==> config.mk <==
export PLATFORM = sky130hd
export DESIGN_NAME = addr_decoder
export DESIGN_NICKNAME = d
export VERILOG_FILES = /design/src/source/cmd_engine_pkg.sv /design/src/source/addr_decoder.sv
export VERILOG_INCLUDE_DIRS = /design/src /design/src/include
export SDC_FILE = /design/constraint.sdc
export NUM_CORES = 1
export LEC_CHECK = 0
export BUFFER_PORTS_ARGS = -buffer_cell sky130_fd_sc_hd__buf_2
export CAP_MARGIN = 20
export CORE_AREA = 2 2 96 98
export CTS_CLUSTER_DIAMETER = 30
export DETAILED_ROUTE_END_ITERATION = 10
export DIE_AREA = 0 0 98 100
export SYNTH_ARGS = -nofsm -noshare
export SYNTH_HDL_FRONTEND = slang
export SYNTH_SLANG_ARGS = --single-unit
==> constraint.sdc <==
create_clock -name clk -period 1.7 [get_ports clk]
set_clock_uncertainty 0.2 [all_clocks]
set_input_delay 0.17 -clock clk [delete_from_list [all_inputs] [get_ports clk]]
set_output_delay 0.17 -clock clk [all_outputs]
set_load 0.03 [all_outputs]
==> src/include/cmd_engine_config.svh <==
// Sizes and address map of the command engine
// Included by every RTL file that needs a depth, a width or a window base
// Window bases are byte addresses on the AHB side, each window spans 4 KB

`ifndef CMD_ENGINE_CONFIG_SVH
`define CMD_ENGINE_CONFIG_SVH

// Command buffer
`define CMD_DEPTH 32            // Commands held per list
`define CMD_AW    5             // Command index bits

// Target register bank
`define TGT_DEPTH 64            // Number of target registers
`define TGT_AW    6             // Target index bits

// AHB address windows
`define WIN_CMD   32'h0000_0000 // Command words, 2k data and 2k+1 addr/op
`define WIN_CTRL  32'h0000_1000 // Start on write, status on read
`define WIN_TGT   32'h0000_2000 // Target registers, readable when idle

`endif
==> src/source/cmd_engine_pkg.sv <==
// Types shared by the command engine blocks
// Compiled first, then pulled into each module header by a wildcard import

package cmd_engine_pkg;

    // Opcode in bits 1:0 of the address/op word
    typedef enum logic [1:0] {
        OP_WRITE = 2'd0,    // Store data
        OP_RWM   = 2'd1,    // Store old value OR data
        OP_RSV2  = 2'd2,    // Illegal
        OP_RSV3  = 2'd3     // Illegal
    } cmd_op_e;

    // One stored command, 64 bits
    typedef struct packed {
        logic [29:0] tgt_addr;  // Target word address
        logic [31:0] data;      // Payload
        cmd_op_e     op;        // Opcode
    } cmd_t;

    // Decoded bus transfer, 46 bits
    typedef struct packed {
        logic        valid;     // One cycle in the data phase
        logic        write;     // 1 = write
        logic [11:0] addr;      // Word offset inside the window
        logic [31:0] wdata;     // Write data
    } bus_req_t;

    // Read answer from a window, 33 bits
    typedef struct packed {
        logic        rd_valid;
        logic [31:0] rdata;
    } bus_rsp_t;

    typedef enum logic [1:0] {
        WIN_NONE_E,
        WIN_CMD_E,
        WIN_CTRL_E,
        WIN_TGT_E
    } win_e;

endpackage

==> src/source/addr_decoder.sv <==
// Routes decoded bus requests to the command buffer, the control register
// and the target bank, and merges their read answers into one response
// Control window offset 0 starts a run on a write with bit 0 set
// and returns the status word on a read, one cycle after the request

`include "cmd_engine_config.svh"

module addr_decoder
    import cmd_engine_pkg::*;
(
    input  logic               clk,
    input  logic               rst_n,
    input  bus_req_t           req,
    input  win_e               win,
    input  logic [`CMD_AW:0]   count,
    input  logic               seq_error,
    input  logic               busy,
    output bus_req_t           buf_req,
    output bus_req_t           tgt_req,
    output logic               start,
    input  bus_rsp_t           buf_rsp,
    input  bus_rsp_t           tgt_rsp,
    output bus_rsp_t           rsp
);

    logic        stat_rd;       // Control read this cycle
    logic        stat_valid;
    logic [31:0] stat_word;

    always_comb begin
        buf_req       = req;
        buf_req.valid = req.valid && (win == WIN_CMD_E);
        tgt_req       = req;
        tgt_req.valid = req.valid && (win == WIN_TGT_E);
    end

    assign start   = req.valid && req.write && (win == WIN_CTRL_E)
                     && (req.addr == 12'h0) && req.wdata[0];
    assign stat_rd = req.valid && !req.write && (win == WIN_CTRL_E);

    // --------------------
    // Status word
    always_ff @(posedge clk or negedge rst_n) begin
        if (!rst_n)
            stat_valid <= 1'b0;
        else
            stat_valid <= stat_rd;
    end

    always_ff @(posedge clk) begin
        if (stat_rd)
            stat_word <= {22'h0, busy, seq_error, 2'b00, count};   // busy 9, error 8, count 5:0
    end

    // Each window's data only counts while it is valid
    assign rsp.rd_valid = buf_rsp.rd_valid | tgt_rsp.rd_valid | stat_valid;
    assign rsp.rdata    = (buf_rsp.rd_valid ? buf_rsp.rdata : 32'h0)
                        | (tgt_rsp.rd_valid ? tgt_rsp.rdata : 32'h0)
                        | (stat_valid       ? stat_word     : 32'h0);

    a_one_rsp: assert property (@(posedge clk) disable iff (!rst_n)
        $onehot0({buf_rsp.rd_valid, tgt_rsp.rd_valid, stat_valid}))
        else $error("more than one window answered in the same cycle");

endmodule

[Word level (Yosys, flattened, before mapping)]
Index checks and enable logic that the tools add are counted.
Cells by class
  equal/unequal tests: 3
  muxes and demuxes: 3
  bitwise gates (word level): 4
  reduce and logical (&&, ||, !) cells: 10
Operator list (number)
  $mux W32: 2
  $or A32 B10 Y32: 1
  $or A32 B32 Y32: 1
  $logic_not A12 Y1: 1
  $mux W10: 1
  $logic_and A1 B1 Y1: 8
  $eq A2 B2 Y1 const B: 2
  $eq A2 B1 Y1 const B: 1
  $or A1 B1 Y1: 2
  $logic_not A1 Y1: 1
Word-level totals
  bits in registers: 9
  bits of input ports: 124
  logic and storage cells: 22

[Depth between registers and ports, before layout]
Gate-level depths: netlist (run 1).
  depth in word-level cells: 4
  gate-level depth with buffers: 4

[Worst setup path after synthesis (run 1)]
Ideal clock, no wire load.
  path kind: input-to-output
  start point: input req[35] (netlist name)
  end point: output start
  data arrival time: 1.198 ns
  data required time: 1.330 ns
  slack: 0.132 ns
  stages on the path: 3
  cell sequence: nor4_1 nand2_1 nor3_1
On the way
  word-level cells in the longest chain between the ends: 3
RTL lines
  from (decl): RTL line addr_decoder.sv:13  | input bus_req_t req,
  $logic_not A12 Y1: RTL line addr_decoder.sv:38  | && (req.addr == 12'h0) && req.wdata[0];
  $logic_and A1 B1 Y1 (2 in series): RTL line addr_decoder.sv:38
  to (decl): RTL line addr_decoder.sv:20  | output logic start,
Every way passes these cells.

==> results of run 1 <==
-- cell usage after synthesis --
cell / number
buf_4: 90
a22o_1: 24
a222oi_1: 8
edfxtp_1: 8
inv_1: 8
buf_2: 5
buf_6: 2
nand2_1: 2
nor2_1: 2
nor4b_1: 2
and3_1: 1
and3b_1: 1
clkbuf_1: 1
dfrtp_1: 1
nand3b_1: 1
nor3_1: 1
nor4_1: 1
or3_1: 1
-- path summary, 6_finish.rpt --
| path | from | end | slack [ns] | cells past startpoint |
|---|---|---|---|---|
| min in group clk | req[44] | stat_valid$_DFF_PN0_ | 0.11 | 3 |
| hold / removal | rst_n | stat_valid$_DFF_PN0_ | 0.06 | 2 |
| max in group asynchronous | rst_n | stat_valid$_DFF_PN0_ | 1.14 | 2 |
| setup / recovery | stat_valid$_DFF_PN0_ | rsp[8] | 0.06 | 3 |
-- cell families (layout without fill, tap and decap cells) --
logic type | after synthesis | in the layout | share of synthesized area, %
AND/OR/NAND/NOR | 12 | 12 | 5.24
buffers and inverters | 106 | 178 | 54.7
flip-flops | 9 | 9 | 19.2
AO/OA/AOI/OAI | 32 | 32 | 21.0
-- cell type report --
| class | count | area (um2) | area share, % |
|---|---|---|---|
| multi-input cells | 44 | 363 | 21.1 |
| inverters | 8 | 30.0 | 1.74 |
| flip-flops and latches | 9 | 267 | 15.5 |
| repair buffers | 166 | 878 | 51.0 |
| well taps | 111 | 139 | 8.07 |
| clock buffers | 4 | 45.0 | 2.62 |
-- per-layer routing --
layer | global-route usage [%] | share of wire, % | vias up
li1 | - | - | 614
met1 | 8.00 | 36 | 563
met2 | 12.8 | 48 | 132
met3 | 2.37 | 14 | 6
met4 | 3.21 | 1.3 | 0
met5 | 0 | 0 | -
-- critical path, delay by kind of cell, from the launching register on --
kind | cells | cell delay, ns
buffers and inverters | 2 | 0.25
flip-flops | 1 | 0.48
AO/OA/AOI/OAI | 1 | 0.31
-- report_power, final --
group | leakage [nW] | internal [mW] | total (mW) | switching (mW)
Clock | 0.0228 | 0.164 | 0.252 | 0.0885
Combinational | 0.848 | 0.203 | 0.525 | 0.322
Sequential | 0.0848 | 0.249 | 0.253 | 0.00383
-- what timing repair did --
action | CTS | global route
resized for setup | 1 | 0
hold buffers | 9 | 0
pin swaps | 1 | 2
endpoints found under the setup margin | 3 | 5
hold endpoints to repair | 9 | 0
-- registers in the layout, indices dropped and copies added, names as in the netlist --
register	cells
stat_valid	1
stat_word	8
-- stage by stage --
step / total power [mW] / cell area [um2] / TNS, ns / setup slack, ns / hold slack (ns)
final: 1.03 / 1720 / 0 / 0.0608 / 0.0614
after global placement: 0.766 / 1590 / 0 / 0.235 / -0.255
after detailed placement: 0.770 / 1590 / 0 / 0.194 / -0.254
after CTS: 1.05 / 1720 / 0 / 0.0159 / 0.0522
after global routing: 1.09 / 1720 / -0.0621 / -0.0530 / 0.0751
after floorplan: 0.881 / 1390 / 0 / 0.132 / -0.326
==> results.cfg, run 1 <==
[status]
outcome = completed

[sta]
rsz0062_at_grt = yes
drv_slew = 0
relSlewSlack_pct = 62.8
period_needed_ns = 1.64
hold_violations = 0
finalSetupViolCount = 0
tightest_slew_ns = 0.558
max_freq_ghz = 0.610
fin_crit_sh_pct = 96.4

[placed_design]
dp.cells = 329
gp_congestion = 0.761
io_buffer_count = 156
dp_hpwl_um = 3590

[layout]
final_cell_mix = buf_2 (156), a22o_1 (24), dlygate4sd3_1 (9)
drive_gt1_share_pct = 69.7
final_common_cell = buf_2
fin_cells = 342
n_antenna_cell = 0
syn_to_final_growth_pct = 24.3
post-route-util_pct = 19.4
fillers = 985
final_nets = 356

[power]
ir_drop_v = 0.000109
p_leak_nw = 0.955
power.density_mw_per_mm2 = 598

[synthesis]
synthTopCellsByArea = buf_4 (49%), edfxtp_1 (17%), a22o_1 (15%), a222oi_1 (5.8%), inv_1 (2.2%)
synth_area_per_cell_um2 = 8.71
synth.yosys.seq_area_share_pct = 19.2
synthesis.nets = 283
yosysTopAreaCell = buf_4
synth_top_area_share_pct = 48.8
synth_cell_types = 18
netlist_instances = 159
yosysWarnings = 0
syn-cell-area_mm2 = 0.00139
synth_seq_cells = 9

[global_routing]
grt_usage_pct = 7.25
grt_overflow = 0
grt_pass1_vias = 1133
antenna_found_initial = 0
grt_pass1_wl_um = 5720
grt_max_degree = 34

[setup_path]
cpPeakStageDelay_ns = 0.48
cp_max_fo = 9
worstPathRequired_ns = 1.33
worstPathArrival_ns = 1.27
start_kind = flip-flop
slowest_stage = dfrtp_2
end_kind = output port
critPathKind = reg -> out
crit_chain = a222oi_1 > inv_1 > buf_2

[clocking]
cts-root-buf = clkbuf_8
cts_tree = yes
postCtsSetupBuffers = 0
path_clk_slew_ns = 0.05
ctsHtreeMaxLevel = 1
cts_sinks = 9
cts_buffers = 3
cts_buffer_depth = 2

[floorplan]
core_mm2 = 0.00889
die_w_um = 98
die_height_um = 100
die_area_mm2 = 0.00980
io-pin-count = 250
start_util_pct = 15.6
row_count = 35

[detailed_routing]
drc = 0
drt_iter0_drc = 40
route.vias.total = 1315
dr.pass1.iters = 4
drtAntennaViolNets = 0
routedWlPerCell_um = 12.0
wl_um = 4100
viasPerCell = 3.85

[worst_hold_path]
hold_class = in -> async

[job]
maxCapViolations = 0
(Power assumes the default switching activity.)
==> run 2, diff against run 1 <==
--- a/config.mk
+++ b/config.mk
@@ -12,6 +12,7 @@
 export CTS_CLUSTER_DIAMETER = 30
 export DETAILED_ROUTE_END_ITERATION = 10
 export DIE_AREA = 0 0 98 100
+export PLACE_DENSITY = 0.58
 export SYNTH_ARGS = -nofsm -noshare
 export SYNTH_HDL_FRONTEND = slang
 export SYNTH_SLANG_ARGS = --single-unit
==> run 2 against run 1 <==
Final area did not move; critical endpoint unchanged; sequential share of layout area did not move; utilization did not move; critical path type unchanged.
==> results.cfg, run 2 (synthesis gave the netlist of run 1 again) <==
[setup_path]
critPathKind = reg -> out
worstPathRequired_ns = 1.33
crit_chain = a222oi_1 > inv_1 > buf_2
worstPathArrival_ns = 1.26
slowest_stage = dfrtp_2
end_kind = output port
cpPeakStageDelay_ns = 0.47
cp_max_fo = 9
path_buf_inv = 2
cp_top_family = flip-flops
start_kind = flip-flop

[clocking]
cts_buffer_depth = 2
cts-root-buf = clkbuf_8
ctsHtreeMaxLevel = 1
cts_buffers = 3
cts_sinks = 9
cts_tree = yes
path_clk_slew_ns = 0.04
postCtsSetupBuffers = 0

[floorplan]
row_count = 35
die_height_um = 100
die_w_um = 98
die_area_mm2 = 0.00980
io-pin-count = 250
core_mm2 = 0.00889
start_util_pct = 15.6

[layout]
n_antenna_cell = 0
final_cell_mix = buf_2 (156), a22o_1 (24), dlygate4sd3_1 (9)
syn_to_final_growth_pct = 24.3
final_common_cell = buf_2
fillers = 1005
largest_register_ffs = 8
top_regs = stat_word x8, stat_valid x1
fin_cells = 342
largest-register = stat_word
final_nets = 356
drive_gt1_share_pct = 69.7

[sta]
drv_slew = 0
hold_ws_ns = 0.0441
relSlewSlack_pct = 62.6
max_freq_ghz = 0.615
finalSetupViolCount = 0
rsz0062_at_grt = yes
tightest_slew_ns = 0.562
period_needed_ns = 1.63
hold_violations = 0
layout_setup_ws_ns = 0.0736
fin_crit_sh_pct = 95.7
final.setup.tns_ns = 0

[global_routing]
grt_max_degree = 34
antenna_found_initial = 0
use_met3_pct = 2.58
met2_usage_pct = 14.4
grt_util_met1_pct = 7.92
grt_pass1_vias = 1243
grt_overflow = 0
grt_pass1_wl_um = 6110
grt_usage_pct = 7.84
grt.busiest_layer = met2

[placed_design]
place_ws_ns = 0.200
gp_congestion = 0.702
dp.cells = 329
io_buffer_count = 156

[detailed_routing]
drt_iter0_drc = 49
dr.pass1.iters = 5
routedWlPerCell_um = 12.6
wl_um = 4300
drtAntennaViolNets = 0
route.vias.total = 1330
viasPerCell = 3.89
drc = 0

[power]
power.density_mw_per_mm2 = 593
p_total_mw = 1.02
p_leak_nw = 0.955
ir_drop_v = 0.000111

[job]
maxCapViolations = 0

[status]
outcome = completed

[worst_hold_path]
hold_class = in -> async
-- run 2: power breakdown --
group          internal (mW)  total (mW)  switching [mW]
registers              0.249       0.253         0.00398
logic                  0.202       0.526           0.323
clock network          0.163       0.243          0.0799
-- run 2: worst paths after layout --
kind	startpoint	endpoint	slack, ns	cells after the start
setup / recovery	stat_valid$_DFF_PN0_	rsp[8]	0.07	3
hold / removal	rst_n	stat_valid$_DFF_PN0_	0.04	2
max in group asynchronous	rst_n	stat_valid$_DFF_PN0_	1.16	2
min in group clk	req[44]	stat_valid$_DFF_PN0_	0.11	3
-- run 2: per-layer routing --
metal | share of wire, % | wire length (um)
met1 | 35 | 1490
met2 | 49 | 2120
met3 | 14 | 609
met4 | 2.1 | 89
met5 | 0 | 0
-- run 2: final cells by class --
type | instances | area, um2 | area share (%)
Tap cell | 111 | 139 | 8.07
Multi-Input combinational cell | 44 | 363 | 21.1
Inverter | 8 | 30.0 | 1.74
Sequential cell | 9 | 267 | 15.5
Clock buffer | 4 | 45.0 | 2.62
Timing Repair Buffer | 166 | 878 | 51.0
-- run 2: stage by stage --
stage	utilization [%]	cell area, um2
4_1_cts	19.4	1720
6_report	19.4	1720
5_1_grt	19.4	1720
3_5_place_dp	17.8	1590
2_1_floorplan	-	1390
3_3_place_gp	17.8	1590
-- run 2: repair_timing --
| item | in CTS | in global routing |
|---|---|---|
| resized for setup | 1 | 0 |
| hold buffers | 9 | 0 |
| endpoints found under the hold margin | 9 | 0 |
| endpoints found under the setup margin | 1 | 3 |
| pin swaps | 0 | 2 |
==> run 3, diff against run 2 <==
--- a/config.mk
+++ b/config.mk
@@ -8,11 +8,11 @@
 export LEC_CHECK = 0
 export BUFFER_PORTS_ARGS = -buffer_cell sky130_fd_sc_hd__buf_2
 export CAP_MARGIN = 20
-export CORE_AREA = 2 2 96 98
+export CORE_AREA = 2 2 97 99
 export CTS_CLUSTER_DIAMETER = 30
 export DETAILED_ROUTE_END_ITERATION = 10
-export DIE_AREA = 0 0 98 100
-export PLACE_DENSITY = 0.58
+export DIE_AREA = 0 0 99 101
+export PLACE_DENSITY = 0.59
 export SYNTH_ARGS = -nofsm -noshare
 export SYNTH_HDL_FRONTEND = slang
 export SYNTH_SLANG_ARGS = --single-unit
==> constraint.sdc (replaced) <==
create_clock -name clk -period 1.3 [get_ports clk]
set_clock_uncertainty 0.2 [all_clocks]
set_input_delay 0.13 -clock clk [delete_from_list [all_inputs] [get_ports clk]]
set_output_delay 0.13 -clock clk [all_outputs]
set_load 0.03 [all_outputs]
==> run 3 against run 2 <==
The flow now finishes with violations (setup timing); power increased by 37%; flip-flop and latch count unchanged; die area increased by 2.0%; final cell count grew 2.3%; largest cell class unchanged; highest routed layer unchanged; clock power grew 28%.
==> results.cfg, run 3 (synthesis gave the netlist of run 1 again) <==
[clocking]
postCtsSetupBuffers = 0
ctsHtreeMaxLevel = 1
path_clk_slew_ns = 0.04
cts_buffer_depth = 2
cts_buffers = 3
cts-root-buf = clkbuf_8
cts_sinks = 9
cts_tree = yes

[sta]
max_freq_ghz = 0.641
hold_ws_ns = 0.0455
finalSetupViolCount = 9
layout_setup_ws_ns = -0.259
hold_violations = 0
rsz0062_at_grt = yes
fin_crit_sh_pct = 120
relSlewSlack_pct = 78.6
period_needed_ns = 1.56
drv_slew = 0
tightest_slew_ns = 0.321

[detailed_routing]
wl_um = 4140
drc = 0
dr.pass1.iters = 4
drtAntennaViolNets = 0
routedWlPerCell_um = 11.8
route.vias.total = 1364
drt_iter0_drc = 35
viasPerCell = 3.90

[setup_path]
worstPathArrival_ns = 1.23
cp_max_fo = 9
crit_chain = a222oi_1 > inv_2 > buf_6
critPathKind = reg -> out
start_kind = flip-flop
worstPathRequired_ns = 0.97
slowest_stage = dfrtp_2
cpPeakStageDelay_ns = 0.46
end_kind = output port

[floorplan]
io-pin-count = 250
row_count = 35
die_area_mm2 = 0.0100
die_height_um = 101
start_util_pct = 15.4
die_w_um = 99
core_mm2 = 0.00898

[placed_design]
place_ws_ns = -0.119
io_buffer_count = 156
dp.cells = 337
gp_congestion = 0.666
dp_hpwl_um = 3550

[layout]
fin_cells = 350
drive_gt1_share_pct = 73.2
final_common_cell = buf_2
syn_to_final_growth_pct = 37.7
fillers = 984
largest-register = stat_word
final_cell_mix = buf_2 (142), a22o_1 (24), buf_4 (12), buf_6 (11), dlygate4sd3_1 (9)
multi_input_area_um2 = 412
largest_register_ffs = 8
n_antenna_cell = 0
register_area_um2 = 267
top_regs = stat_word x8, stat_valid x1
final_nets = 364

[global_routing]
grt_max_degree = 34
grt_pass1_vias = 1274
grt_usage_pct = 6.88
grt_pass1_wl_um = 5620
antenna_found_initial = 0
grt_overflow = 0

[power]
ir_drop_v = 0.000163
power.density_mw_per_mm2 = 732
p_leak_nw = 1.05

[status]
violations = setup timing
outcome = finished, violations left

[job]
maxCapViolations = 0

[worst_hold_path]
hold_class = in -> async
[run 3: cell types whose count changed in the layout (fill, tap and decap cells not counted), sizes merged]
cell  previous run  this run
buf            157       165
[run 3: through the flow]
step,power (mW),instance area [um2],util [%],TNS [ns]
floorplan,1.15,1390,-,0
global placement,1.02,1650,18.4,-0.578
detailed placement,1.02,1650,18.4,-1.31
CTS,1.41,1910,21.2,-2.27
global route,1.48,1910,21.2,-2.86
finish,1.40,1910,21.2,-2.04
[run 3: critical path, delay by kind of cell (launching register included)]
family,cells,cell delay [ns]
AO/OA/AOI/OAI,1,0.34
buffers and inverters,2,0.20
flip-flops,1,0.46
[run 3: what timing repair did]
item,in CTS,in global routing
hold buffers,9,0
resized for setup,31,0
endpoints found under the hold margin,9,0
pin swaps,1,1
setup endpoints to repair,34,10
[run 3: power by group]
group          internal (mW)  switching [mW]
logic                  0.315           0.438
clock network          0.213          0.0976
registers              0.326         0.00536
[run 3: worst paths after layout]
check / startpoint / end / slack (ns) / cells after the start
worst max-delay path: stat_valid$_DFF_PN0_ / rsp[8] / -0.26 / 3
worst min-delay path: rst_n / stat_valid$_DFF_PN0_ / 0.05 / 2
max in group asynchronous: rst_n / stat_valid$_DFF_PN0_ / 0.76 / 2
min in group clk: req[17] / buf_req[17] / 0.06 / 0
[run 3: final cells by class]
| type | count | share of cell area, % |
|---|---|---|
| sequential | 9 | 14.0 |
| clock buffer | 4 | 2.36 |
| multi-input combinational | 44 | 21.6 |
| tap | 111 | 7.28 |
| timing repair buffer | 174 | 53.2 |
| inverter | 8 | 1.57 |
[run 3: routing by layer]
layer | share of wire (%) | wire length (um) | track usage (%) | vias to the layer above
met5 | 0 | 0 | 0 | -
met4 | 0.92 | 38 | 2.32 | 0
met3 | 16 | 644 | 2.43 | 5
met2 | 50 | 2070 | 13.6 | 134
met1 | 34 | 1390 | 6.56 | 595
li1 | - | - | - | 630
