==> src/include/cmd_engine_config.svh <==
// Sizes and address map of the command engine
// Included by every RTL file that needs a depth, a width or a window base
// Window bases are byte addresses on the AHB side, each window spans 4 KB

`ifndef CMD_ENGINE_CONFIG_SVH
`define CMD_ENGINE_CONFIG_SVH

// Command buffer
`define CMD_DEPTH 32            // Commands held per list
`define CMD_AW    5             // Command index bits

// Target register bank
`define TGT_DEPTH 64            // Number of target registers
`define TGT_AW    6             // Target index bits

// AHB address windows
`define WIN_CMD   32'h0000_0000 // Command words, 2k data and 2k+1 addr/op
`define WIN_CTRL  32'h0000_1000 // Start on write, status on read
`define WIN_TGT   32'h0000_2000 // Target registers, readable when idle

`endif
==> src/source/cmd_engine_pkg.sv <==
// Types shared by the command engine blocks
// Compiled first, then pulled into each module header by a wildcard import

package cmd_engine_pkg;

    // Opcode in bits 1:0 of the address/op word
    typedef enum logic [1:0] {
        OP_WRITE = 2'd0,    // Store data
        OP_RWM   = 2'd1,    // Store old value OR data
        OP_RSV2  = 2'd2,    // Illegal
        OP_RSV3  = 2'd3     // Illegal
    } cmd_op_e;

    // One stored command, 64 bits
    typedef struct packed {
        logic [29:0] tgt_addr;  // Target word address
        logic [31:0] data;      // Payload
        cmd_op_e     op;        // Opcode
    } cmd_t;

    // Decoded bus transfer, 46 bits
    typedef struct packed {
        logic        valid;     // One cycle in the data phase
        logic        write;     // 1 = write
        logic [11:0] addr;      // Word offset inside the window
        logic [31:0] wdata;     // Write data
    } bus_req_t;

    // Read answer from a window, 33 bits
    typedef struct packed {
        logic        rd_valid;
        logic [31:0] rdata;
    } bus_rsp_t;

    typedef enum logic [1:0] {
        WIN_NONE_E,
        WIN_CMD_E,
        WIN_CTRL_E,
        WIN_TGT_E
    } win_e;

endpackage

==> src/source/cmd_exec_fsm.sv <==
// Executor of the command engine
// Fetches commands 0 to count-1 and applies them to the target bank:
// a WRITE takes FETCH and READ (2 cycles), an RWM adds a WRITE cycle that
// stores the old value OR the data (3 cycles)
// busy is high from the first fetch until the run_done cycle in NEXT

`include "cmd_engine_config.svh"

module cmd_exec_fsm
    import cmd_engine_pkg::*;
(
    input  logic               clk,
    input  logic               rst_n,
    input  logic               start_ok,
    input  logic [`CMD_AW:0]   count,
    output logic               cmd_rd_en,
    output logic [`CMD_AW-1:0] cmd_addr,
    input  logic               cmd_rd_valid,
    input  cmd_t               cmd_out,
    output logic               busy,
    output logic               run_done,
    output logic               tgt_en,
    output logic               tgt_we,
    output logic [`TGT_AW-1:0] tgt_idx,
    output logic [31:0]        tgt_wdata,
    input  logic [31:0]        tgt_rdata
);

    typedef enum logic [2:0] {IDLE, FETCH, READ, WRITE, NEXT} state_e;

    state_e             state;
    state_e             state_nxt;
    logic [`CMD_AW-1:0] idx;        // Command being executed
    logic               last_cmd;
    logic [`TGT_AW-1:0] rwm_idx;    // RWM target held for the write cycle
    logic [31:0]        rwm_data;

    assign last_cmd = (({1'b0, idx} + 1'b1) == count);
    assign cmd_addr = idx;
    assign busy     = (state != IDLE);
    assign run_done = (state == NEXT);

    always_comb begin
        state_nxt = state;
        cmd_rd_en = 1'b0;
        tgt_en    = 1'b0;
        tgt_we    = 1'b0;
        tgt_idx   = cmd_out.tgt_addr[`TGT_AW-1:0];
        tgt_wdata = cmd_out.data;
        case (state)
            IDLE: if (start_ok) state_nxt = FETCH;
            FETCH: begin
                cmd_rd_en = 1'b1;
                state_nxt = READ;
            end
            READ: if (cmd_rd_valid) begin
                tgt_en = 1'b1;                          // RWM reads, WRITE writes
                if (cmd_out.op == OP_RWM) begin
                    state_nxt = WRITE;
                end else begin
                    tgt_we    = 1'b1;
                    state_nxt = last_cmd ? NEXT : FETCH;
                end
            end
            WRITE: begin
                tgt_en    = 1'b1;
                tgt_we    = 1'b1;
                tgt_idx   = rwm_idx;
                tgt_wdata = tgt_rdata | rwm_data;       // Old value OR data
                state_nxt = last_cmd ? NEXT : FETCH;
            end
            NEXT:    state_nxt = IDLE;                  // Run done, buffer clears count
            default: state_nxt = IDLE;
        endcase
    end

    always_ff @(posedge clk or negedge rst_n) begin
        if (!rst_n) begin
            state <= IDLE;
            idx   <= '0;
        end else begin
            state <= state_nxt;
            if (state == IDLE)
                idx <= '0;
            else if (state_nxt == FETCH)
                idx <= idx + 1'b1;                      // Move to next command
        end
    end

    always_ff @(posedge clk) begin
        if (state == READ) begin
            rwm_idx  <= cmd_out.tgt_addr[`TGT_AW-1:0];
            rwm_data <= cmd_out.data;
        end
    end

endmodule

==> config.mk <==
export PLATFORM = sky130hd
export DESIGN_NAME = cmd_exec_fsm
export DESIGN_NICKNAME = d
export VERILOG_FILES = /design/src/source/cmd_engine_pkg.sv /design/src/source/cmd_exec_fsm.sv
export VERILOG_INCLUDE_DIRS = /design/src /design/src/include
export SDC_FILE = /design/constraint.sdc
export NUM_CORES = 1
export LEC_CHECK = 0
export ABC_AREA = 1
export BUFFER_PORTS_ARGS = -buffer_cell sky130_fd_sc_hd__buf_2
export CAP_MARGIN = 10
export CORE_AREA = 2 2 76 78
export CTS_CLUSTER_SIZE = 25
export DETAILED_ROUTE_END_ITERATION = 10
export DIE_AREA = 0 0 78 80
export PLACE_DENSITY_LB_ADDON = 0.12
export SETUP_SLACK_MARGIN = 0.3
export SLEW_MARGIN = 15
export SYNTH_ARGS = -nofsm -noshare
export SYNTH_HDL_FRONTEND = slang
export SYNTH_SLANG_ARGS = --single-unit
==> constraint.sdc <==
create_clock -name clk -period 5.15 [get_ports clk]
set_clock_uncertainty 0.1 [all_clocks]
set_input_delay 0.2575 -clock clk [delete_from_list [all_inputs] [get_ports clk]]
set_output_delay 0.2575 -clock clk [all_outputs]
set_load 0.05 [all_outputs]
Word-level counts from Yosys, hierarchy flattened
Index checks and enable logic that the tools add are counted.
{ "totals": {"in_bits": 106, "ramBits": 0, "ff_bits": 46, "latchBits": 0, "memories": 0, "romBits": 0, "out_inout_bits": 48} }
{ "classes": {"addsub": 2, "n_eq_ne": 7, "div": 0, "order_cmp": 0, "mul": 0, "muxes": 15, "reduce_logical": 3, "bitwise": 1, "shifts": 0} }
{ "op_table": {"columns": ["operator", "count"], "rows": [
  ["2-to-1 mux 32 bit", 1],
  ["OR 32 bit", 1],
  ["2-to-1 mux 3 bit", 4],
  ["case mux 3 bit (4 select lines)", 1],
  ["2-to-1 mux 5 bit", 2],
  ["adder 5 x 1 -> 6 bit, second input constant", 1],
  ["== test 3 x 1 -> 1 bit, second input constant", 2],
  ["== test 3 x 2 -> 1 bit, second input constant", 2],
  ["== test 6 bit", 1],
  ["2-to-1 mux 6 bit", 1],
  ["adder 5 x 1 -> 5 bit, second input constant", 1],
  ["2-to-1 mux 1 bit", 4],
  ["case mux 1 bit (2 select lines)", 2],
  ["== test 3 bit, second input constant", 1],
  ["zero test 3 bit", 1],
  ["nonzero test 3 bit", 1],
  ["== test 2 x 1 -> 1 bit, second input constant", 1],
  ["nonzero test 2 bit", 1]
]} }

Logic depth before layout (Yosys ltp)
Gate-level depths: netlist of run 1.
{ "logic_depth": {"ltp_word": 9, "ltp_mapped": 13, "depth_no_buf": 13} }

Worst setup path after synthesis of run 1
No wires, ideal clock.
{ "synth_timing": {"path_type": "reg-to-output", "startpoint": "register state[0]", "endpoint": "output tgt_en", "stages_incl_launch_ff": 4, "arrival_ns": 3.108, "n_path_buf": 0, "slack_ns": 1.685, "required_time_ns": 4.793, "cell_sequence": "dfrtp_1 > nor3_2 > inv_1 > o21ai_1"} }
{ "synth_between": {"elab_chain_cells": 2, "word_cells_on_any_way": 3, "classes_between": "eq/ne: 2; mux: 1"} }
{ "synth_lines": {"columns": ["item", "line", "source"], "rows": [
  ["from (decl)", "cmd_exec_fsm.sv:31", "state_e state;"],
  ["from (signal assigned)", "cmd_exec_fsm.sv:82", "state <= state_nxt;"],
  ["== test 3 x 2 -> 1 bit", "cmd_exec_fsm.sv:50", "case (state)"],
  ["case mux 1 bit (2 select lines) (*)", "cmd_exec_fsm.sv:50", null],
  ["to (decl)", "cmd_exec_fsm.sv:22", "output logic tgt_en,"]
]} }
Mark *: on every way between the ends. The rest lies on a longest branch, timed or not.

Worst setup path in the final report of run 1
{ "layout_timing": {"startpoint": "register state[2]", "endpoint": "output tgt_wdata[1]"} }
{ "layout_between": {"elab_chain_cells": 2} }
{ "layout_lines": {"columns": ["item", "line", "source"], "rows": [
  ["== test 3 x 2 -> 1 bit", "cmd_exec_fsm.sv:50", null],
  ["2-to-1 mux 32 bit", "cmd_exec_fsm.sv:50", null],
  ["to (decl)", "cmd_exec_fsm.sv:25", "output logic [31:0] tgt_wdata,"]
]} }
No other way between the ends.

==> run_results.csv, run 1 <==
group,metric,value,unit
pwr,total_power,1.84,mW
timing,layout_worst_path_cycle_share,0.434,
outcome,outcome,"complete, no violations",
timing,hold_violations,0,
clock_tree,clk_transition_reported_paths,0.08,ns
final_layout,layout.filler_cells,521,
logic_synthesis,post-synth-top-count-cell,"sky130_fd_sc_hd__nand2_1",
logic_synthesis,synth_area_leader_cell,"sky130_fd_sc_hd__edfxtp_1",
timing,max_freq,0.447,GHz
critical_path,slowest_stage,"sky130_fd_sc_hd__dfrtp_1",
routing,route.antenna.remaining_nets,0,
routing,detail_route.drc_violations,0,
final_layout,nets_final,506,
clock_tree,numClockSinks,46,
clock_tree,clock-root-buffer,"sky130_fd_sc_hd__clkbuf_8",
logic_synthesis,synth_seq_area_share,0.569,
clock_tree,cts_inserted_buffers,5,
pwr,power_per_cell_area,577,nW/um^2
clock_tree,cts-root-to-sink-buffers,2,
final_layout,antenna-diode-count,0,
global_route,first_global_vias,2038,
timing,maxSlewHeadroom,0.548,
clock_tree,cts_htree_levels,2,
placed_design,port_buffers,129,
critical_path,worstSetupEndpointType,"primary output",
critical_path,worst_path_largest_cell_delay,0.42,ns
logic_synthesis,netlist_area,2360,sq um
pwr,irDropWorstVdd,0.310,mV
routing,drt_iter0_drc,99,
critical_path,worstPathRequired,4.79,ns
clock_tree,insertion_delay,0.29,ns
routing,routed_wirelength,5660,microns
logic_synthesis,post_synth_num_cell_types,24,
global_route,grtUsageTotal,0.183,
timing,rsz0062_at_grt,"false",
critical_path,critical_path_class,"reg -> out",
logic_synthesis,postSynthRegisterBits,46,
final_layout,layout.area.seq,1340,sq um
timing,timing_worst_slew_pin_value,0.677,ns
clock_tree,postCtsHoldBufs,1,
logic_synthesis,postSynthAreaPerCell,8.76,sq um
floorplanning,die_area,6240,sq um
final_layout,post_route_cells_drive_above_1_share,0.383,
routing,routedWlPerCell,12.0,microns
placed_design,dpl_worst_slack,2.72,ns
timing,setup_tns,0,ns
placed_design,final_estimated_routing_congestion_in_global_placement,0.794,
placed_design,post_detail_place_hpwl,4110,microns
floorplanning,initial_core_util,0.436,
routing,drt-vias-per-instance,4.71,
critical_path,critical_path_arrival,1.88,ns
critical_path,crit_path_cell_trace,"inv_2, nand2_4, nor2_2, buf_4, o21ai_0, nand2_1, buf_2",
floorplanning,rows,27,
logic_synthesis,synth_warnings,0,
critical_path,critPathMaxFanout,40,
clock_tree,cts_setup_buffers,0,
logic_synthesis,synth_enable_flop_cells,38,
logic_synthesis,synth_largest_type_area_fraction,0.484,
floorplanning,die_height,80,microns
routing,via_count,2221,
final_layout,area_growth_syn_to_layout,35.6,%
timing,final-setup-viol-count,0,
timing,finalWorstSetupSlack,2.91,ns
worst_hold_path,min-delay-path-class,"in -> reg",
global_route,grt_max_degree,41,
job,max_cap_viol_count,0,
routing,firstDrtPassIters,4,
global_route,grt_antenna_before_repair,0,
placed_design,placement.cell_area,3060,sq um
logic_synthesis,ys_top_cells_by_area,"sky130_fd_sc_hd__edfxtp_1, sky130_fd_sc_hd__nand2_1, sky130_fd_sc_hd__dfrtp_1, sky130_fd_sc_hd__o21ai_0, sky130_fd_sc_hd__inv_1",
timing,post-route-min-period,2.24,ns
clock_tree,cts.repair.resized,0,
floorplanning,floorplan.die.width,78,microns
timing,slew_violations,0,
final_layout,area_used_by_multi_input_combinational_logic,880,sq um
logic_synthesis,synthTopCellsByCount,"sky130_fd_sc_hd__nand2_1, sky130_fd_sc_hd__edfxtp_1, sky130_fd_sc_hd__o21ai_0",
logic_synthesis,synth-async-reset-ratio,0.174,
floorplanning,coreArea,5410,sq um
pwr,power.static_leakage,1.66,nW
logic_synthesis,syn_nets,376,
global_route,globalRouteOverflowTotal,0,
floorplanning,ios,154,
logic_synthesis,netlist_instances,269,
final_layout,layout.cell_area.non_filler,3190,sq um
logic_synthesis,ys.flop_type,"sky130_fd_sc_hd__edfxtp_1",
global_route,grt_first_pass_wirelength,9090,microns
clock_tree,tritoncts,"yes",
critical_path,start_kind,"register",
timing,whs,0.0522,ns
-- cell type report --
cell class / instances / share of cell area
sequential: 46 / 0.420
clock buffer: 7 / 0.0239
tap: 72 / 0.0282
inverter: 24 / 0.0286
timing repair buffer: 133 / 0.215
clock inverter: 1 / 0.00940
multi-input combinational: 189 / 0.275
-- kinds of logic after synthesis --
logic type | count (synthesis) | share of synthesized area
AND/OR/NAND/NOR | 152 | 0.279
flip-flops | 46 | 0.569
AO/OA/AOI/OAI | 36 | 0.0860
buffers and inverters | 34 | 0.0600
adder cells (fa/ha/maj) | 1 | 0.00531
-- cell usage in the layout (no fill, tap or decap) --
master                            n
sky130_fd_sc_hd__nand3b_1         2
sky130_fd_sc_hd__buf_2          129
sky130_fd_sc_hd__nand3_1          9
sky130_fd_sc_hd__clkbuf_1         2
sky130_fd_sc_hd__nand3_2          1
sky130_fd_sc_hd__clkbuf_8         5
sky130_fd_sc_hd__a21oi_4          2
sky130_fd_sc_hd__nand2_4          3
sky130_fd_sc_hd__inv_1           20
sky130_fd_sc_hd__buf_4            2
sky130_fd_sc_hd__nor3_1           1
sky130_fd_sc_hd__nand2_1        112
sky130_fd_sc_hd__dfrtp_1          8
sky130_fd_sc_hd__ha_1             1
sky130_fd_sc_hd__bufinv_16        1
sky130_fd_sc_hd__nor3_4           1
sky130_fd_sc_hd__o21ai_1          1
sky130_fd_sc_hd__a21oi_1          1
sky130_fd_sc_hd__edfxtp_1        38
sky130_fd_sc_hd__o21ai_0         32
sky130_fd_sc_hd__nor2_2           4
sky130_fd_sc_hd__nor2_1          10
sky130_fd_sc_hd__dlygate4sd3_1    1
sky130_fd_sc_hd__buf_8            1
sky130_fd_sc_hd__clkinv_2         1
sky130_fd_sc_hd__nand4_1          9
sky130_fd_sc_hd__inv_2            3
-- power by group --
part	switching [mW]	total [mW]	internal (mW)
clock network	0.113	0.258	0.145
logic	0.794	1.02	0.223
registers	0.0423	0.567	0.525
-- sequential cells by signal, indices dropped and copies added (netlist names) --
signal and count:
rwm_data 32, rwm_idx 6, cmd_addr 5, state 3
-- layer usage --
metal | global-route usage | vias up | wire (microns)
met1 | 0.230 | 976 | 2500
met2 | 0.315 | 96 | 2660
met5 | 0 | - | 0
met3 | 0.0475 | 6 | 451
li1 | - | 1143 | -
met4 | 0.0474 | 0 | 46
-- worst paths after layout --
path                            cells past startpoint   startpoint            to  slack (ns)
worst min-delay path                                1  cmd_out[37]    rwm_idx[3]        0.05
max in group asynchronous                           2        rst_n      state[1]        4.55
worst max-delay path                                7     state[2]  tgt_wdata[1]        2.91
worst max register to register                     13  cmd_addr[0]   cmd_addr[2]        3.04
worst min register to register                      2  cmd_addr[4]   cmd_addr[4]        0.51
min in group asynchronous                           2        rst_n   cmd_addr[1]        0.24
-- worst max-delay path, delay by kind of cell (launching register included) --
| family | cells | cell delay [ns] |
|---|---|---|
| buf+inv | 3 | 0.72 |
| compound gates | 1 | 0.17 |
| flops | 1 | 0.42 |
| simple gates | 3 | 0.26 |
-- per-stage QoR --
| step | std cells | util |
|---|---|---|
| 3_3_place_gp | 462 | 0.567 |
| 6_report | 472 | 0.591 |
| 3_5_place_dp | 462 | 0.567 |
| 2_1_floorplan | 269 | - |
| 4_1_cts | 471 | 0.588 |
| 5_1_grt | 472 | 0.591 |
(Power assumes the default switching activity.)
==> run 2: changes to the inputs <==
Settings changed: CORE_AREA 2 2 76 78 to 2 2 82 84, DIE_AREA 0 0 78 80 to 0 0 84 86.
Clock period 5.15 ns to 1.9 ns, I/O delays scaled along.
==> run 2 against run 1 <==
Against the previous run: the flow now finishes with violations (negative setup slack); clock-buffer cell count fell by 1; critical path depth rose by 6; via count rose by 13%; critical endpoint is now cmd_addr[2]; register-to-register slack got worse by 3.1 ns; clock power rose by 120%; flip-flop and latch count did not move.
==> run_results.csv, run 2 (synthesis results as in run 1) <==
group,metric,value,unit
outcome,outcome,"finished, violations left",
outcome,failed_checks,"negative setup slack",
floorplanning,coreArea,6280,sq um
clock_tree,clock-root-buffer,"sky130_fd_sc_hd__clkbuf_8",
final_layout,antenna-diode-count,0,
critical_path,critPathMaxFanout,7,
floorplanning,floorplan.die.width,84,microns
critical_path,start_kind,"register",
global_route,grt_antenna_before_repair,0,
clock_tree,cts-root-to-sink-buffers,2,
timing,max_freq,0.510,GHz
placed_design,final_estimated_routing_congestion_in_global_placement,0.745,
clock_tree,cts_inserted_buffers,5,
critical_path,reg2reg_from,"cmd_addr[0]",
final_layout,layout.cell_area.non_filler,4090,sq um
timing,final-setup-viol-count,11,
critical_path,crit_path_cell_trace,"ha_4, inv_2, nand2_2, nand2_1, nor2_1, nand3_1, nor2_2, nand3_2, a21oi_4, nand2_4, nand2_4, nand3_1, nand2_1",
timing,maxSlewHeadroom,0.760,
routing,drt_iter0_drc,100,
floorplanning,ios,154,
critical_path,slowest_stage,"sky130_fd_sc_hd__dfrtp_1",
final_layout,post_route_cells_drive_above_1_share,0.456,
pwr,power_per_cell_area,1430,nW/um^2
floorplanning,initial_core_util,0.375,
critical_path,critPathTopFamily,"simple AND/OR/NAND/NOR gates",
timing,slew_violations,0,
final_layout,layout.filler_cells,529,
timing,setup_tns,-0.330,ns
critical_path,regToRegEndpoint,"cmd_addr[2]",
final_layout,layout_commonest_cell,"sky130_fd_sc_hd__buf_2",
final_layout,regMostFlops,"rwm_data",
routing,detail_route.drc_violations,0,
floorplanning,rows,29,
timing,whs,0.0910,ns
job,max_cap_viol_count,0,
critical_path,critical_path_class,"reg -> reg",
worst_hold_path,min-delay-path-class,"in -> async",
global_route,grt_max_degree,31,
global_route,grtUsageTotal,0.204,
clock_tree,tritoncts,"yes",
timing,rsz0062_at_grt,"true",
global_route,busiest_layer_in_global_routing,"met2",
pwr,irDropWorstVdd,0.791,mV
routing,routedWlPerCell,13.6,microns
placed_design,placement.cell_area,3220,sq um
critical_path,r2r_slack,-0.06,ns
placed_design,placedCellCount,474,
critical_path,critical_path_arrival,2.09,ns
pwr,total_power,5.84,mW
clock_tree,clk_transition_reported_paths,0.08,ns
placed_design,port_buffers,129,
global_route,grt_first_pass_wirelength,11800,microns
global_route,first_global_vias,2536,
timing,finalWorstSetupSlack,-0.0613,ns
final_layout,mostFrequentLayoutCells,"sky130_fd_sc_hd__buf_2, sky130_fd_sc_hd__nand2_1, sky130_fd_sc_hd__dlygate4sd3_1",
floorplanning,die_area,7220,sq um
placed_design,dpl_worst_slack,-0.0407,ns
final_layout,area_growth_syn_to_layout,73.4,%
floorplanning,die_height,86,microns
routing,firstDrtPassIters,4,
critical_path,sum_of_buffers_and_inverters_on_the_critical_path,1,
routing,routed_wirelength,7220,microns
timing,post-route-min-period,1.96,ns
clock_tree,cts_htree_levels,2,
critical_path,reg2reg_depth,13,
timing,layout_worst_path_cycle_share,1.03,
global_route,m1_gr_usage,0.249,
clock_tree,insertion_delay,0.29,ns
routing,via_count,2506,
final_layout,post-route-util,0.651,
global_route,met2_usage,0.365,
final_layout,largest_register_ffs,32,
routing,route.antenna.remaining_nets,0,
timing,hold_violations,0,
final_layout,nets_final,560,
global_route,globalRouteOverflowTotal,0,
timing,timing_worst_slew_pin_value,0.356,ns
final_layout,post_layout_nonfiller_instances,531,
clock_tree,numClockSinks,46,
critical_path,worstSetupEndpointType,"register",
critical_path,worst_path_largest_cell_delay,0.42,ns
global_route,globalRouteMet3Util,0.0491,
critical_path,worstPathRequired,2.03,ns
placed_design,post_detail_place_hpwl,4460,microns
routing,drt-vias-per-instance,4.72,
pwr,power.static_leakage,1.98,nW
run 2: changes by cell type in the layout (fill, tap and decap cells not counted), sizes merged:
cell / previous run / this run
bufinv: 1 / 0
buf: 132 / 148
clkinv: 1 / 3
dlygate4sd3: 1 / 39
clkbuf: 7 / 6
run 2: how the worst max path moves through the flow:
stage,from,to,slack [ns],cells past startpoint
after global placement,cmd_addr[0],cmd_addr[1],-0.02,13
final,cmd_addr[0],cmd_addr[2],-0.06,13
after floorplan,state[1],cmd_addr[0],-0.51,9
after CTS,cmd_addr[0],cmd_addr[2],-0.05,12
after detailed placement,cmd_addr[0],cmd_addr[3],-0.04,12
after global routing,cmd_addr[0],cmd_addr[0],-0.19,13
run 2: final cells by class:
class,count,area [sq um],area share
timing repair buffer,187,1410,0.346
multi-input combinational,189,1060,0.260
clock inverter,2,8.76,0.00214
inverter,24,91.3,0.0224
clock buffer,6,72.6,0.0178
tap,77,96.3,0.0236
sequential,46,1340,0.329
run 2: what timing repair did:
item / 4_1_cts / 5_1_grt
gates resized for setup: 93 / 12
endpoints found under the hold margin: 46 / 0
buffers inserted: 5 / 5
pin swaps: 9 / 3
setup endpoints to repair: 48 / 66
hold buffers: 39 / 0
run 2: per-layer routing:
| layer | up-vias | routed length, microns |
|---|---|---|
| met4 | 0 | 93 |
| met3 | 8 | 396 |
| met5 | - | 0 |
| met2 | 94 | 3830 |
| li1 | 1255 | - |
| met1 | 1149 | 2900 |
run 2: where the power goes:
group	switching, mW	internal [mW]
Sequential	0.103	1.42
Combinational	2.46	1.28
Clock	0.318	0.254
run 2: worst reg2reg max path: stages (launching register included):
cell                      delay [ns]
sky130_fd_sc_hd__dfrtp_1        0.42
sky130_fd_sc_hd__ha_4           0.29
sky130_fd_sc_hd__inv_2          0.03
sky130_fd_sc_hd__nand2_2        0.04
sky130_fd_sc_hd__nand2_1        0.05
sky130_fd_sc_hd__nor2_1         0.11
sky130_fd_sc_hd__nand3_1        0.10
sky130_fd_sc_hd__nor2_2         0.16
sky130_fd_sc_hd__nand3_2        0.11
sky130_fd_sc_hd__a21oi_4        0.15
sky130_fd_sc_hd__nand2_4        0.10
sky130_fd_sc_hd__nand2_4        0.10
sky130_fd_sc_hd__nand3_1        0.07
sky130_fd_sc_hd__nand2_1        0.07
